## src/posit_pkg.sv

```systemverilog
`default_nettype none

package posit_pkg;

  ////////////////////////////////////////////////////////////////////////////
  // posit number format
  ////////////////////////////////////////////////////////////////////////////

  localparam int N          = 16;                     // posit width
  localparam int ES         = 1;                      // exponent field size
  localparam int TE_BITS    = $clog2(N) + ES + 2;     // room for te1 - te2 - 1
  localparam int MANT_SIZE  = 12;                     // mantissa incl. hidden one
  localparam int RECIP_FRAC = 2 * MANT_SIZE;          // reciprocal fraction bits

  typedef logic signed [TE_BITS-1:0] exponent_t;      // total exponent

  // one decoded operand as it travels down the operand path
  typedef struct packed {
    logic                 sign;
    exponent_t            te;
    logic [MANT_SIZE-1:0] mant;                       // 1.f, hidden one at the top
  } operand_t;

endpackage

`default_nettype wire

```

## src/div_pkg.sv

```systemverilog
`default_nettype none

package div_pkg;

  ////////////////////////////////////////////////////////////////////////////
  // divider pipeline timing
  ////////////////////////////////////////////////////////////////////////////

  localparam int NR_ITERS_DEFAULT = 2;                // newton-raphson refinements
  localparam int SEED_LAT         = 1;                // linear seed stage
  localparam int NR_LAT           = 2;                // per refinement stage
  localparam int NORM_LAT         = 1;                // multiply and normalize

  // input-to-output latency for a given refinement count
  function automatic int div_latency(input int nr_iters);
    return SEED_LAT + nr_iters * NR_LAT + NORM_LAT;
  endfunction

  localparam int DIV_LAT_DEFAULT = div_latency(NR_ITERS_DEFAULT);

endpackage

`default_nettype wire

```

## src/div_op_if.sv

```systemverilog
`timescale 1ns/10ps
`default_nettype none

interface div_op_if #(
  parameter int MANT_SIZE = posit_pkg::MANT_SIZE
) ();
  import posit_pkg::*;

  logic                 valid;                        // bundle holds a live operand
  logic                 sign;                         // result sign
  exponent_t            te;                           // te1 - te2, not yet adjusted
  logic [MANT_SIZE-1:0] mant;                         // dividend mantissa

  modport src (
    output valid,
    output sign,
    output te,
    output mant
  );

  modport snk (
    input valid,
    input sign,
    input te,
    input mant
  );

endinterface

`default_nettype wire

```

## src/pipe_delay.sv

```systemverilog
`timescale 1ns/10ps
`default_nettype none

module pipe_delay #(
  parameter int  DEPTH     = 1,
  parameter type payload_t = logic
) (
  input  logic     clk_i,
  input  logic     rst,
  input  logic     valid_i,
  input  payload_t data_i,
  output logic     valid_o,
  output payload_t data_o
);

  if (DEPTH == 0) begin : g_pass
    assign valid_o = valid_i;                         // zero depth is a plain wire
    assign data_o  = data_i;
  end else begin : g_regs
    logic     [DEPTH-1:0] valid_q;
    payload_t             data_q [DEPTH];

    always_ff @(posedge clk_i) begin
      if (rst) begin
        valid_q <= '0;
      end else begin
        valid_q[0] <= valid_i;
        for (int i = 1; i < DEPTH; i++) begin
          valid_q[i] <= valid_q[i-1];
        end
      end
    end

    always_ff @(posedge clk_i) begin
      data_q[0] <= data_i;                            // payload shifts without reset
      for (int i = 1; i < DEPTH; i++) begin
        data_q[i] <= data_q[i-1];
      end
    end

    assign valid_o = valid_q[DEPTH-1];
    assign data_o  = data_q[DEPTH-1];
  end

endmodule

`default_nettype wire

```

## src/recip_seed.sv

```systemverilog
`timescale 1ns/10ps
`default_nettype none

module recip_seed #(
  parameter int MANT_SIZE = posit_pkg::MANT_SIZE
) (
  input  logic                          clk_i,
  input  logic                          rst,
  input  logic                          valid_i,
  input  logic [MANT_SIZE-1:0]          mant_i,
  output logic                          valid_o,
  output logic [posit_pkg::RECIP_FRAC:0] recip_o,
  output logic [MANT_SIZE-1:0]          mant_o
);
  import posit_pkg::*;

  localparam int RW = RECIP_FRAC + 1;                 // one integer bit, x0 can be 1.0

  logic [RW-1:0] three_minus_d;
  logic [RW-1:0] seed;

  ////////////////////////////////////////////////////////////////////////////
  // linear seed x0 = (3 - d) / 2
  ////////////////////////////////////////////////////////////////////////////

  // d is 1.f with MANT_SIZE-1 fraction bits, so 3 - d lies in (1, 2]
  assign three_minus_d = (RW'(3) << (MANT_SIZE - 1)) - RW'(mant_i);

  // halving and widening to RECIP_FRAC fraction bits is one left shift, exact
  assign seed = three_minus_d << (RECIP_FRAC - MANT_SIZE);

  always_ff @(posedge clk_i) begin
    if (rst) begin
      valid_o <= 1'b0;
    end else begin
      valid_o <= valid_i;
    end
  end

  always_ff @(posedge clk_i) begin
    recip_o <= seed;
    mant_o  <= mant_i;                                // divisor rides along for the nr stages
  end

endmodule

`default_nettype wire

```

## src/newton_raphson.sv

```systemverilog
`timescale 1ns/10ps
`default_nettype none

module newton_raphson #(
  parameter int MANT_SIZE = posit_pkg::MANT_SIZE
) (
  input  logic                          clk_i,
  input  logic                          rst,
  input  logic                          valid_i,
  input  logic [MANT_SIZE-1:0]          mant_i,
  input  logic [posit_pkg::RECIP_FRAC:0] recip_i,
  output logic                          valid_o,
  output logic [posit_pkg::RECIP_FRAC:0] recip_o,
  output logic [MANT_SIZE-1:0]          mant_o
);
  import posit_pkg::*;

  localparam int RW = RECIP_FRAC + 1;                 // x is at most 1.0
  localparam int PW = MANT_SIZE + RW;                 // d * x before truncation

  typedef logic [MANT_SIZE+RW-1:0] carry_t;           // {divisor, x}

  logic [PW-1:0]     dx_full;
  logic [RW-1:0]     dx_q;
  carry_t            carry_q;
  logic              valid_q;
  logic [MANT_SIZE-1:0] mant_q;
  logic [RW-1:0]     x_q;
  logic [RW:0]       two_minus_dx;
  logic [2*RW:0]     x_next_full;
  logic [RW-1:0]     x_next;

  ////////////////////////////////////////////////////////////////////////////
  // cycle 1: d * x truncated to RECIP_FRAC fraction bits
  ////////////////////////////////////////////////////////////////////////////

  assign dx_full = PW'(mant_i) * PW'(recip_i);        // MANT_SIZE-1 + RECIP_FRAC fraction bits

  always_ff @(posedge clk_i) begin
    dx_q <= dx_full[MANT_SIZE-1 +: RW];               // d * x stays below 2
  end

  pipe_delay #(
    .DEPTH     (1),
    .payload_t (carry_t)
  ) u_carry (
    .clk_i   (clk_i),
    .rst     (rst),
    .valid_i (valid_i),
    .data_i  ({mant_i, recip_i}),
    .valid_o (valid_q),
    .data_o  (carry_q)
  );

  assign {mant_q, x_q} = carry_q;

  ////////////////////////////////////////////////////////////////////////////
  // cycle 2: x' = x * (2 - d * x)
  ////////////////////////////////////////////////////////////////////////////

  assign two_minus_dx = ((RW + 1)'(2) << RECIP_FRAC) - (RW + 1)'(dx_q);
  assign x_next_full  = (2 * RW + 1)'(x_q) * (2 * RW + 1)'(two_minus_dx);
  assign x_next       = x_next_full[RECIP_FRAC +: RW];   // truncate, x' never exceeds 1/d

  always_ff @(posedge clk_i) begin
    if (rst) begin
      valid_o <= 1'b0;
    end else begin
      valid_o <= valid_q;
    end
  end

  always_ff @(posedge clk_i) begin
    recip_o <= x_next;
    mant_o  <= mant_q;
  end

endmodule

`default_nettype wire

```

## src/recip_path.sv

```systemverilog
`timescale 1ns/10ps
`default_nettype none

module recip_path #(
  parameter int MANT_SIZE = posit_pkg::MANT_SIZE,
  parameter int NR_ITERS  = div_pkg::NR_ITERS_DEFAULT
) (
  input  logic                          clk_i,
  input  logic                          rst,
  input  logic                          valid_i,
  input  logic [MANT_SIZE-1:0]          mant2_i,
  output logic                          valid_o,
  output logic [posit_pkg::RECIP_FRAC:0] recip_o
);
  import posit_pkg::*;

  // index 0 is the seed, index i+1 the output of refinement i
  logic [NR_ITERS:0]    valid_c;
  logic [RECIP_FRAC:0]  recip_c [NR_ITERS+1];
  logic [MANT_SIZE-1:0] mant_c  [NR_ITERS+1];

  recip_seed #(
    .MANT_SIZE (MANT_SIZE)
  ) u_seed (
    .clk_i   (clk_i),
    .rst     (rst),
    .valid_i (valid_i),
    .mant_i  (mant2_i),
    .valid_o (valid_c[0]),
    .recip_o (recip_c[0]),
    .mant_o  (mant_c[0])
  );

  for (genvar i = 0; i < NR_ITERS; i++) begin : g_nr
    newton_raphson #(
      .MANT_SIZE (MANT_SIZE)
    ) u_nr (
      .clk_i   (clk_i),
      .rst     (rst),
      .valid_i (valid_c[i]),
      .mant_i  (mant_c[i]),                           // divisor follows its own estimate
      .recip_i (recip_c[i]),
      .valid_o (valid_c[i+1]),
      .recip_o (recip_c[i+1]),
      .mant_o  (mant_c[i+1])
    );
  end

  assign valid_o = valid_c[NR_ITERS];
  assign recip_o = recip_c[NR_ITERS];

endmodule

`default_nettype wire

```

## src/operand_path.sv

```systemverilog
`timescale 1ns/10ps
`default_nettype none

module operand_path #(
  parameter int MANT_SIZE = posit_pkg::MANT_SIZE,
  parameter int NR_ITERS  = div_pkg::NR_ITERS_DEFAULT
) (
  input  logic                 clk_i,
  input  logic                 rst,
  input  logic                 valid_i,
  input  logic                 sign1_i,
  input  logic                 sign2_i,
  input  posit_pkg::exponent_t te1_i,
  input  posit_pkg::exponent_t te2_i,
  input  logic [MANT_SIZE-1:0] mant1_i,
  div_op_if.src                op_o
);
  import posit_pkg::*;
  import div_pkg::*;

  localparam int DEPTH = SEED_LAT + NR_ITERS * NR_LAT;   // matches recip_path

  operand_t op_in;
  operand_t op_out;
  logic     valid_out;

  assign op_in.sign = sign1_i ^ sign2_i;
  assign op_in.te   = te1_i - te2_i;                  // normalize may still take one off
  assign op_in.mant = mant1_i;

  pipe_delay #(
    .DEPTH     (DEPTH),
    .payload_t (operand_t)
  ) u_delay (
    .clk_i   (clk_i),
    .rst     (rst),
    .valid_i (valid_i),
    .data_i  (op_in),
    .valid_o (valid_out),
    .data_o  (op_out)
  );

  assign op_o.valid = valid_out;
  assign op_o.sign  = op_out.sign;
  assign op_o.te    = op_out.te;
  assign op_o.mant  = op_out.mant;

endmodule

`default_nettype wire

```

## src/div_normalize.sv

```systemverilog
`timescale 1ns/10ps
`default_nettype none

module div_normalize #(
  parameter int MANT_SIZE = posit_pkg::MANT_SIZE
) (
  input  logic                          clk_i,
  input  logic                          rst,
  div_op_if.snk                         op_i,
  input  logic                          recip_valid_i,
  input  logic [posit_pkg::RECIP_FRAC:0] recip_i,
  output logic                          valid_o,
  output logic                          sign_o,
  output posit_pkg::exponent_t          te_o,
  output logic [MANT_SIZE-1:0]          mant_o
);
  import posit_pkg::*;

  localparam int RW    = RECIP_FRAC + 1;
  localparam int QW    = MANT_SIZE + RW;              // full quotient product
  localparam int Q_ONE = MANT_SIZE - 1 + RECIP_FRAC;  // bit weight of 1.0 in q

  logic [QW-1:0] q;
  logic [QW-1:0] q_norm;
  logic          below_one;
  exponent_t     te_adj;

  ////////////////////////////////////////////////////////////////////////////
  // q = mant1 * (1 / mant2), then bring q into [1, 2)
  ////////////////////////////////////////////////////////////////////////////

  assign q = QW'(op_i.mant) * QW'(recip_i);           // q lies in (0.5, 2)

  assign below_one = ~q[Q_ONE];
  assign q_norm    = below_one ? (q << 1) : q;
  assign te_adj    = below_one ? (op_i.te - exponent_t'(1)) : op_i.te;

  always_ff @(posedge clk_i) begin
    if (rst) begin
      valid_o <= 1'b0;
    end else begin
      valid_o <= op_i.valid & recip_valid_i;          // both paths are aligned by construction
    end
  end

  always_ff @(posedge clk_i) begin
    sign_o <= op_i.sign;
    te_o   <= te_adj;
    mant_o <= q_norm[Q_ONE -: MANT_SIZE];             // truncated, hidden one at the top
  end

endmodule

`default_nettype wire

```

## src/div_top.sv

```systemverilog
`timescale 1ns/10ps
`default_nettype none

module div_top #(
  parameter int MANT_SIZE = posit_pkg::MANT_SIZE,
  parameter int NR_ITERS  = div_pkg::NR_ITERS_DEFAULT
) (
  input  logic                 clk_i,
  input  logic                 rst,
  input  logic                 valid_i,
  input  logic                 sign1_i,
  input  logic                 sign2_i,
  input  posit_pkg::exponent_t te1_i,
  input  posit_pkg::exponent_t te2_i,
  input  logic [MANT_SIZE-1:0] mant1_i,
  input  logic [MANT_SIZE-1:0] mant2_i,
  output logic                 valid_o,
  output logic                 sign_o,
  output posit_pkg::exponent_t te_o,
  output logic [MANT_SIZE-1:0] mant_o
);
  import div_pkg::*;

  // input to output latency in cycles, for bound checkers
  localparam int LATENCY = div_latency(NR_ITERS);

  logic                          recip_valid;
  logic [posit_pkg::RECIP_FRAC:0] recip;

  div_op_if #(.MANT_SIZE(MANT_SIZE)) op_if ();

  ////////////////////////////////////////////////////////////////////////////
  // two parallel paths meeting in the normalizer
  ////////////////////////////////////////////////////////////////////////////

  recip_path #(
    .MANT_SIZE (MANT_SIZE),
    .NR_ITERS  (NR_ITERS)
  ) u_recip_path (
    .clk_i   (clk_i),
    .rst     (rst),
    .valid_i (valid_i),
    .mant2_i (mant2_i),
    .valid_o (recip_valid),
    .recip_o (recip)
  );

  operand_path #(
    .MANT_SIZE (MANT_SIZE),
    .NR_ITERS  (NR_ITERS)
  ) u_operand_path (
    .clk_i   (clk_i),
    .rst     (rst),
    .valid_i (valid_i),
    .sign1_i (sign1_i),
    .sign2_i (sign2_i),
    .te1_i   (te1_i),
    .te2_i   (te2_i),
    .mant1_i (mant1_i),
    .op_o    (op_if.src)
  );

  div_normalize #(
    .MANT_SIZE (MANT_SIZE)
  ) u_normalize (
    .clk_i         (clk_i),
    .rst           (rst),
    .op_i          (op_if.snk),
    .recip_valid_i (recip_valid),
    .recip_i       (recip),
    .valid_o       (valid_o),
    .sign_o        (sign_o),
    .te_o          (te_o),
    .mant_o        (mant_o)
  );

endmodule

`default_nettype wire

```

## config.mk

```make
export PLATFORM = sky130hd
export DESIGN_NAME = div_top
export DESIGN_NICKNAME = d
export VERILOG_FILES = /design/src/posit_pkg.sv /design/src/div_pkg.sv /design/src/div_op_if.sv /design/src/pipe_delay.sv /design/src/recip_seed.sv /design/src/newton_raphson.sv /design/src/recip_path.sv /design/src/operand_path.sv /design/src/div_normalize.sv /design/src/div_top.sv
export SDC_FILE = /design/constraint.sdc
export NUM_CORES = 2
export LEC_CHECK = 0
export ABC_CLOCK_PERIOD_IN_PS = 14500
export BUFFER_PORTS_ARGS = -buffer_cell sky130_fd_sc_hd__buf_2
export CAP_MARGIN = 0
export CORE_MARGIN = 5
export CORE_UTILIZATION = 42
export CTS_CLUSTER_SIZE = 10
export DETAILED_ROUTE_END_ITERATION = 8
export HOLD_SLACK_MARGIN = 0.12
export PLACE_DENSITY = 0.66
export SYNTH_ARGS = -nofsm -noshare
export SYNTH_HDL_FRONTEND = slang
export SYNTH_SLANG_ARGS = --single-unit
```

## constraint.sdc

```tcl
create_clock -name clk_i -period 14.5 [get_ports clk_i]
set_input_delay 2.9 -clock clk_i [delete_from_list [all_inputs] [get_ports clk_i]]
set_output_delay 2.9 -clock clk_i [all_outputs]
set_load 0.1 [all_outputs]
```

==> Yosys cells after proc, flatten, opt, wreduce, memory -nomap -nowiden <==
Memory sizes are Yosys's and may differ from the RTL's.
Cells that the tools add are included.
{ "op_classes": {"add_sub_neg": 5, "n_mul": 5, "n_div": 0, "n_lt_le_gt_ge": 0, "eq_ne": 0, "shift": 0, "muxes": 2, "n_bitwise": 2, "reduce_logical": 0} }
{ "ops": {"columns": ["operator", "n"], "rows": [
  ["$mul A25 B26 Y49", 2],
  ["$mul A12 B25 Y36", 2],
  ["$sub A26 B25 Y26 const A", 2],
  ["$mux W35", 1],
  ["$mul A12 B13 Y24", 1],
  ["$sub A13 B12 Y13 const A", 1],
  ["$mux W7", 1],
  ["$sub A7 B2 Y7 const B", 1],
  ["$sub A7 B7 Y7", 1],
  ["$and A1 B1 Y1", 1],
  ["$xor A1 B1 Y1", 1]
]} }
{ "word_totals": {"ff_bits": 168, "latchBits": 0, "ramBits": 162, "romBits": 0, "input_bits": 43, "output_inout_bits": 21, "word_cells": 35, "memories": 3} }
{ "mem_list": {"columns": ["memory", "depth", "word_bits", "read_ports", "rd_ports_with_merged_regs", "write_ports", "line", "rtl"], "rows": [
  ["u_operand_path.u_delay.g_regs.data_q", 5, 20, 5, 0, 5, "pipe_delay.sv:21", "payload_t data_q [DEPTH];"],
  ["u_recip_path.g_nr[1].u_nr.u_carry.g_regs.data_q", 1, 37, 1, 0, 1, "pipe_delay.sv:21", null],
  ["u_recip_path.g_nr[0].u_nr.u_carry.g_regs.data_q", 1, 25, 1, 0, 1, "pipe_delay.sv:21", null]
]} }

==> Depth between registers and ports, before layout <==
An unclocked memory read counts as a cell.
{ "logic_depth": {"word_depth": 3, "depth_mapped": 39, "mapped_depth_nobuf": 35} }

==> By module <==
From an unflattened synthesis, not the netlist that was laid out.
{ "hier_totals": {"hier_cells": 8301, "hier_area_um2": 76104.2} }
{ "by_module_without_submodules": {"columns": ["mod", "instances", "cells_per_inst", "area_each_um2", "seq_area_each_um2"], "rows": [
  ["newton_raphson (u_recip_path.g_nr[1].u_nr)", 1, 3454, 30912.1, 1261.2],
  ["newton_raphson (u_recip_path.g_nr[0].u_nr)", 1, 3406, 30621.9, 1261.2],
  ["div_normalize", 1, 1125, 9608.0, 420.4],
  ["pipe_delay (u_operand_path.u_delay)", 1, 130, 2283.4, 2102.0],
  ["pipe_delay (u_recip_path.g_nr[0].u_nr.u_carry ...)", 2, 39, 774.5, 760.7],
  ["recip_seed", 1, 69, 834.6, 500.5],
  ["operand_path", 1, 39, 295.3, 0.0]
]} }

==> Least setup slack after synthesis <==
Ideal clock, no wire load.
{ "synth_path": {"path_type": "register -> register", "start": "register u_recip_path.g_nr[1].u_nr.dx_q[0]", "end": "register u_recip_path.g_nr[1].u_nr.recip_o[24] in the netlist's numbering", "setup_ps": 72, "arrival_time_ps": 9003, "required_ps": 14428, "path_slack_ps": 5425, "path_stages_with_launch": 38, "n_path_buf": 4, "period_less_slack_ps": 9075, "cell_sequence": "dfxtp_1 > clkbuf_1 > clkbuf_1 > inv_1 > ha_1 > nand2_1 > or2_2 > or3_1 > clkbuf_1 > nor4_2 > nand2_1 > xor2_1 > clkbuf_1 > nand2_1 > fa_1 > inv_1 > fa_1 > inv_1 > [2 not listed] > inv_1 > fa_1 > fa_1 > inv_1 > fa_1 > inv_1 > ha_1 > and4_1 > and3_1 > nand2_1 > o311ai_1 > a22oi_1 > a2111oi_0 > a21oi_1 > o21ai_1 > nor4_1 > nor3_1 > xnor2_1"} }
{ "synth_via": {"elab_chain_len": 2} }
{ "synth_rtl": {"columns": ["element", "line", "rtl"], "rows": [
  ["from (decl)", "newton_raphson.sv:24", "logic [RW-1:0] dx_q;"],
  ["from (signal assigned)", "newton_raphson.sv:40", "dx_q <= dx_full[MANT_SIZE-1 +: RW];"],
  ["$sub A26 B25 Y26", "newton_raphson.sv:61", "assign two_minus_dx = ((RW + 1)'(2) << RECIP_FRAC) - (RW + 1)'(dx_q);"],
  ["$mul A25 B26 Y49", "newton_raphson.sv:62", "assign x_next_full = (2 * RW + 1)'(x_q) * (2 * RW + 1)'(two_minus_dx);"],
  ["named net u_recip_path.g_nr[1].u_nr.x_next_full[48]", "newton_raphson.sv:30", "logic [2*RW:0] x_next_full;"],
  ["to (signal assigned)", "newton_raphson.sv:74", "recip_o <= x_next;"],
  ["to (decl)", "newton_raphson.sv:13", "output logic [posit_pkg::RECIP_FRAC:0] recip_o,"]
]} }
The timed path passes the listed nets, and every way through them passes these cells.
A chain may end at the register's enable or synchronous reset.

==> Final worst setup path <==
Same ends and word-level chain as after synthesis.

==> metrics.md <==
| Metric | Value |
|---|---|
| Post-Route WL | `136000 um` |
| Yosys reg bits | `309` |
| Post-CTS Setup Bufs | `0` |
| I/O pin count | `64` |
| Die area | `149000 sq um` |
| Wire per inst | `16.5 um` |
| Slew of the pin with the lowest slew margin | `1.20 ns` |
| Fin. max-slew vios | `0` |
| Initial Utilization | `0.422` |
| Register area share after synthesis | `0.104` |
| Area Overhead vs Synth | `6.41%` |
| Worst-skew pair later-pin latency | `0.62 ns` |
| Hold-fix buffers, CTS | `0` |
| Worst reg-to-reg setup slack | `3.57 ns` |
| Area of the multi-input gates | `47000 sq um` |
| Antenna diodes | `0` |
| First-pass DRT Iterations | `5` |
| # H-tree levels | `2` |
| Core Box Area | `141000 sq um` |
| WHS Endpoint | `u_normalize.sign_o` |
| Nets | `8230` |
| Worst setup SP type | `flop` |
| First-pass GRT wire length | `233000 um` |
| Hold Crit Class | `flop to flop` |
| Worst EP required | `14.96 ns` |
| RR Endpoint | `u_recip_path.g_nr[1].u_nr.recip_o[24]` |
| Cell area after synthesis | `59500 sq um` |
| Port Buffers | `63` |
| Initial DRC Count | `2284` |
| Run status | `finished, final reports clean` |
| Clock buffer count from CTS | `41` |
| GRT Overall Usage | `0.192` |
| Largest net degree at the start of global routing | `37` |
| CP arrival | `11.39 ns` |
| Post-synth ARST share | `0` |
| Vias in the first global route | `45900` |
| Share of cells above drive strength 1 | `0.0424` |
| Sequential cell area | `6190 sq um` |
| Height of the die | `386 um` |
| Total negative slack | `0 ns` |
| Final hold violation count | `0` |
| ANT nets after route | `0` |
| Post-synth EDFFs | `0` |
| CTS tree | `done` |
| Avg Inst Size Synth | `9.27 sq um` |
| FF-to-FF Start | `u_recip_path.g_nr[1].u_nr.dx_q[0]` |
| Filler instances | `13500` |
| GPL Wtd Cong | `0.860` |
| Hold_sp | `u_operand_path.u_delay.g_regs.data_q[0][99]` |
| Warnings, synthesis | `0` |
| GR Overflow Total | `0` |
| R2r worst-path depth | `34` |
| Clock skew | `0.0572 ns` |
| Clock sink count | `309` |
| RSZ-0062 raised after global routing | `no` |
| Crit end category | `flop` |
| Root Buffer | `clkbuf_16` |
| Tcrit/Tclk final | `0.754` |
| Post-synthesis instance total | `6417` |
| Ys flop type | `dfxtp_1` |
| Clock Tree Buf Depth | `3` |
| Max_slew headroom | `0.197` |
| Hold Path Depth | `0` |
| Post-detail-place hpwl | `107000 um` |
| Maximum capacitance violations | `0` |
| Initial antenna violation count | `1` |
| DR vias | `40800` |
| Die Wd | `386 um` |
| DRC Markers | `0` |
| Max Freq | `91.5 MHz` |
| Kind of critical path | `flop to flop` |
| Slowest CP cell | `a2111oi_0` |
| Setup violations, final | `0` |
| CP Max Fanout | `27` |
| Slowest cell delay on critical path | `0.93 ns` |
| Post-layout min period | `10.93 ns` |
| Vias per inst | `4.96` |
| CTS-repair resized insts | `0` |
| # rows | `138` |
| Netlist cell types | `76` |
| Clock slew at reported path FFs | `0.07 ns` |
| Synthesized Nets | `8328` |
through the flow:
step                setup slack, ns   util  hold slack, ns  cell area (sq um)  instances
CTS                            3.68  0.449           0.304              63300       8227
global route                   2.84  0.449           0.323              63300       8227
detailed placement             3.69  0.440           0.312              62000       8166
global placement               3.81  0.440           0.310              62000       8166
finish                         3.57  0.449           0.304              63300       8227
floorplan                      5.42      -           0.310              59500       6417
worst max path at each step:
stage	depth (start not counted)	startpoint	to	slack (ns)
3_5_place_dp	34	u_recip_path.g_nr[1].u_nr.dx_q[0]	u_recip_path.g_nr[1].u_nr.recip_o[24]	3.69
5_1_grt	34	u_recip_path.g_nr[1].u_nr.dx_q[0]	u_recip_path.g_nr[1].u_nr.recip_o[24]	2.84
3_3_place_gp	34	u_recip_path.g_nr[1].u_nr.dx_q[0]	u_recip_path.g_nr[1].u_nr.recip_o[24]	3.81
6_report	34	u_recip_path.g_nr[1].u_nr.dx_q[0]	u_recip_path.g_nr[1].u_nr.recip_o[24]	3.57
4_1_cts	34	u_recip_path.g_nr[1].u_nr.dx_q[0]	u_recip_path.g_nr[1].u_nr.recip_o[24]	3.68
2_1_floorplan	37	u_recip_path.g_nr[1].u_nr.dx_q[0]	u_recip_path.g_nr[1].u_nr.recip_o[24]	5.42
metal layers:
layer	wire, um	vias up	GRT usage
li1	-	18400	-
met1	58500	21100	0.258
met2	64800	1129	0.325
met3	8460	244	0.0308
met4	3960	0	0.0541
met5	0	-	0
cell families (layout without fill, tap and decap cells):
group                      Yosys count  in the layout  synth area share
AOI/OAI and AO/OA                  228            228            0.0252
xor gates and xnor gates           179            179            0.0266
adders and majority gates         1868           1868             0.565
buffers and inverters             1764           1684             0.111
DFF                                309            309             0.104
muxes                                2              2          0.000379
and+or+nand+nor                   2067           2067             0.167
synth_stat cells, types with 3 or more instances:
library cell	count	area (sq um)
or3_1	10	62.6
nand3_1	24	120
and3_1	17	106
and2_1	691	4320
o21ai_0	47	235
inv_1	1460	5480
a221oi_1	3	26.3
ha_1	504	6310
xor2_1	52	455
a2111oi_0	3	26.3
xnor2_1	125	1090
a21oi_1	70	350
a31oi_1	4	25.0
dfxtp_1	309	6190
nor4_1	17	106
nand2b_1	17	106
nand4_1	12	75.1
a21o_1	26	195
o21bai_1	5	37.5
or4_1	3	22.5
o31ai_1	3	22.5
a31o_2	4	35.0
fa_1	1364	27300
a211oi_1	9	67.6
buf_1	6	22.5
nor3_1	52	260
clkbuf_1	295	1110
o41ai_1	3	26.3
nor2b_1	24	150
buf_2	3	15.0
or2_2	7	43.8
nand2_1	1081	4060
o211ai_1	4	30.0
nor2_1	98	368
o21a_1	14	105
worst max-delay path: cells and delay by family (launching register included):
kind            cells  cell delay [ns]
fa+ha+maj           9             3.89
compound gates      8             3.09
simple gates        7             1.98
buf+inv             8             0.82
flops               1             0.71
xor+xnor            2             0.29
placed cells by master (no fill, tap or decap), types with 6 or more instances in the layout:
cell,synthesis,routed
nor2b_1,24,24
and2_1,691,691
dfxtp_1,309,309
nand2b_1,17,17
nor2_1,98,98
or3_1,10,10
xor2_1,52,46
a21o_1,26,26
a211oi_1,9,9
or2_2,7,7
o21ai_0,47,47
xnor2_1,125,110
o21a_1,14,14
ha_1,504,504
and3_1,17,17
nand4_1,12,12
fa_1,1364,1364
clkbuf_16,0,41
nand2_1,1081,1081
nor3_1,52,52
buf_2,3,63
a21oi_1,70,70
nand3_1,24,24
xor2_2,1,6
inv_1,1460,1460
nor4_1,17,17
xnor2_4,0,11
buf_4,0,100
cell type report:
cell class / instances / share of cell area
Clock buffer: 50 / 0.0175
Multi-Input combinational cell: 4344 / 0.742
Tap cell: 1890 / 0.0374
Sequential cell: 309 / 0.0978
Inverter: 1460 / 0.0866
Clock inverter: 11 / 0.00192
Timing Repair Buffer: 163 / 0.0168
sequential cells by signal (all words and copies together) (netlist names), 4 cells and up:
register	count
u_recip_path.g_nr.u_nr.recip_o	50
u_normalize.te_o	7
u_recip_path.g_nr.u_nr.mant_o	12
u_normalize.mant_o	12
u_recip_path.u_seed.recip_o	12
u_operand_path.u_delay.g_regs.data_q	100
u_recip_path.g_nr.u_nr.dx_q	49
u_operand_path.u_delay.g_regs.valid_q	4
u_recip_path.u_seed.mant_o	12
u_recip_path.g_nr.u_nr.u_carry.g_regs.data_q	48
Power is left out: the tool's default activity adds up to more than one toggle a clock period on the data nets, which glitch-free logic cannot reach.
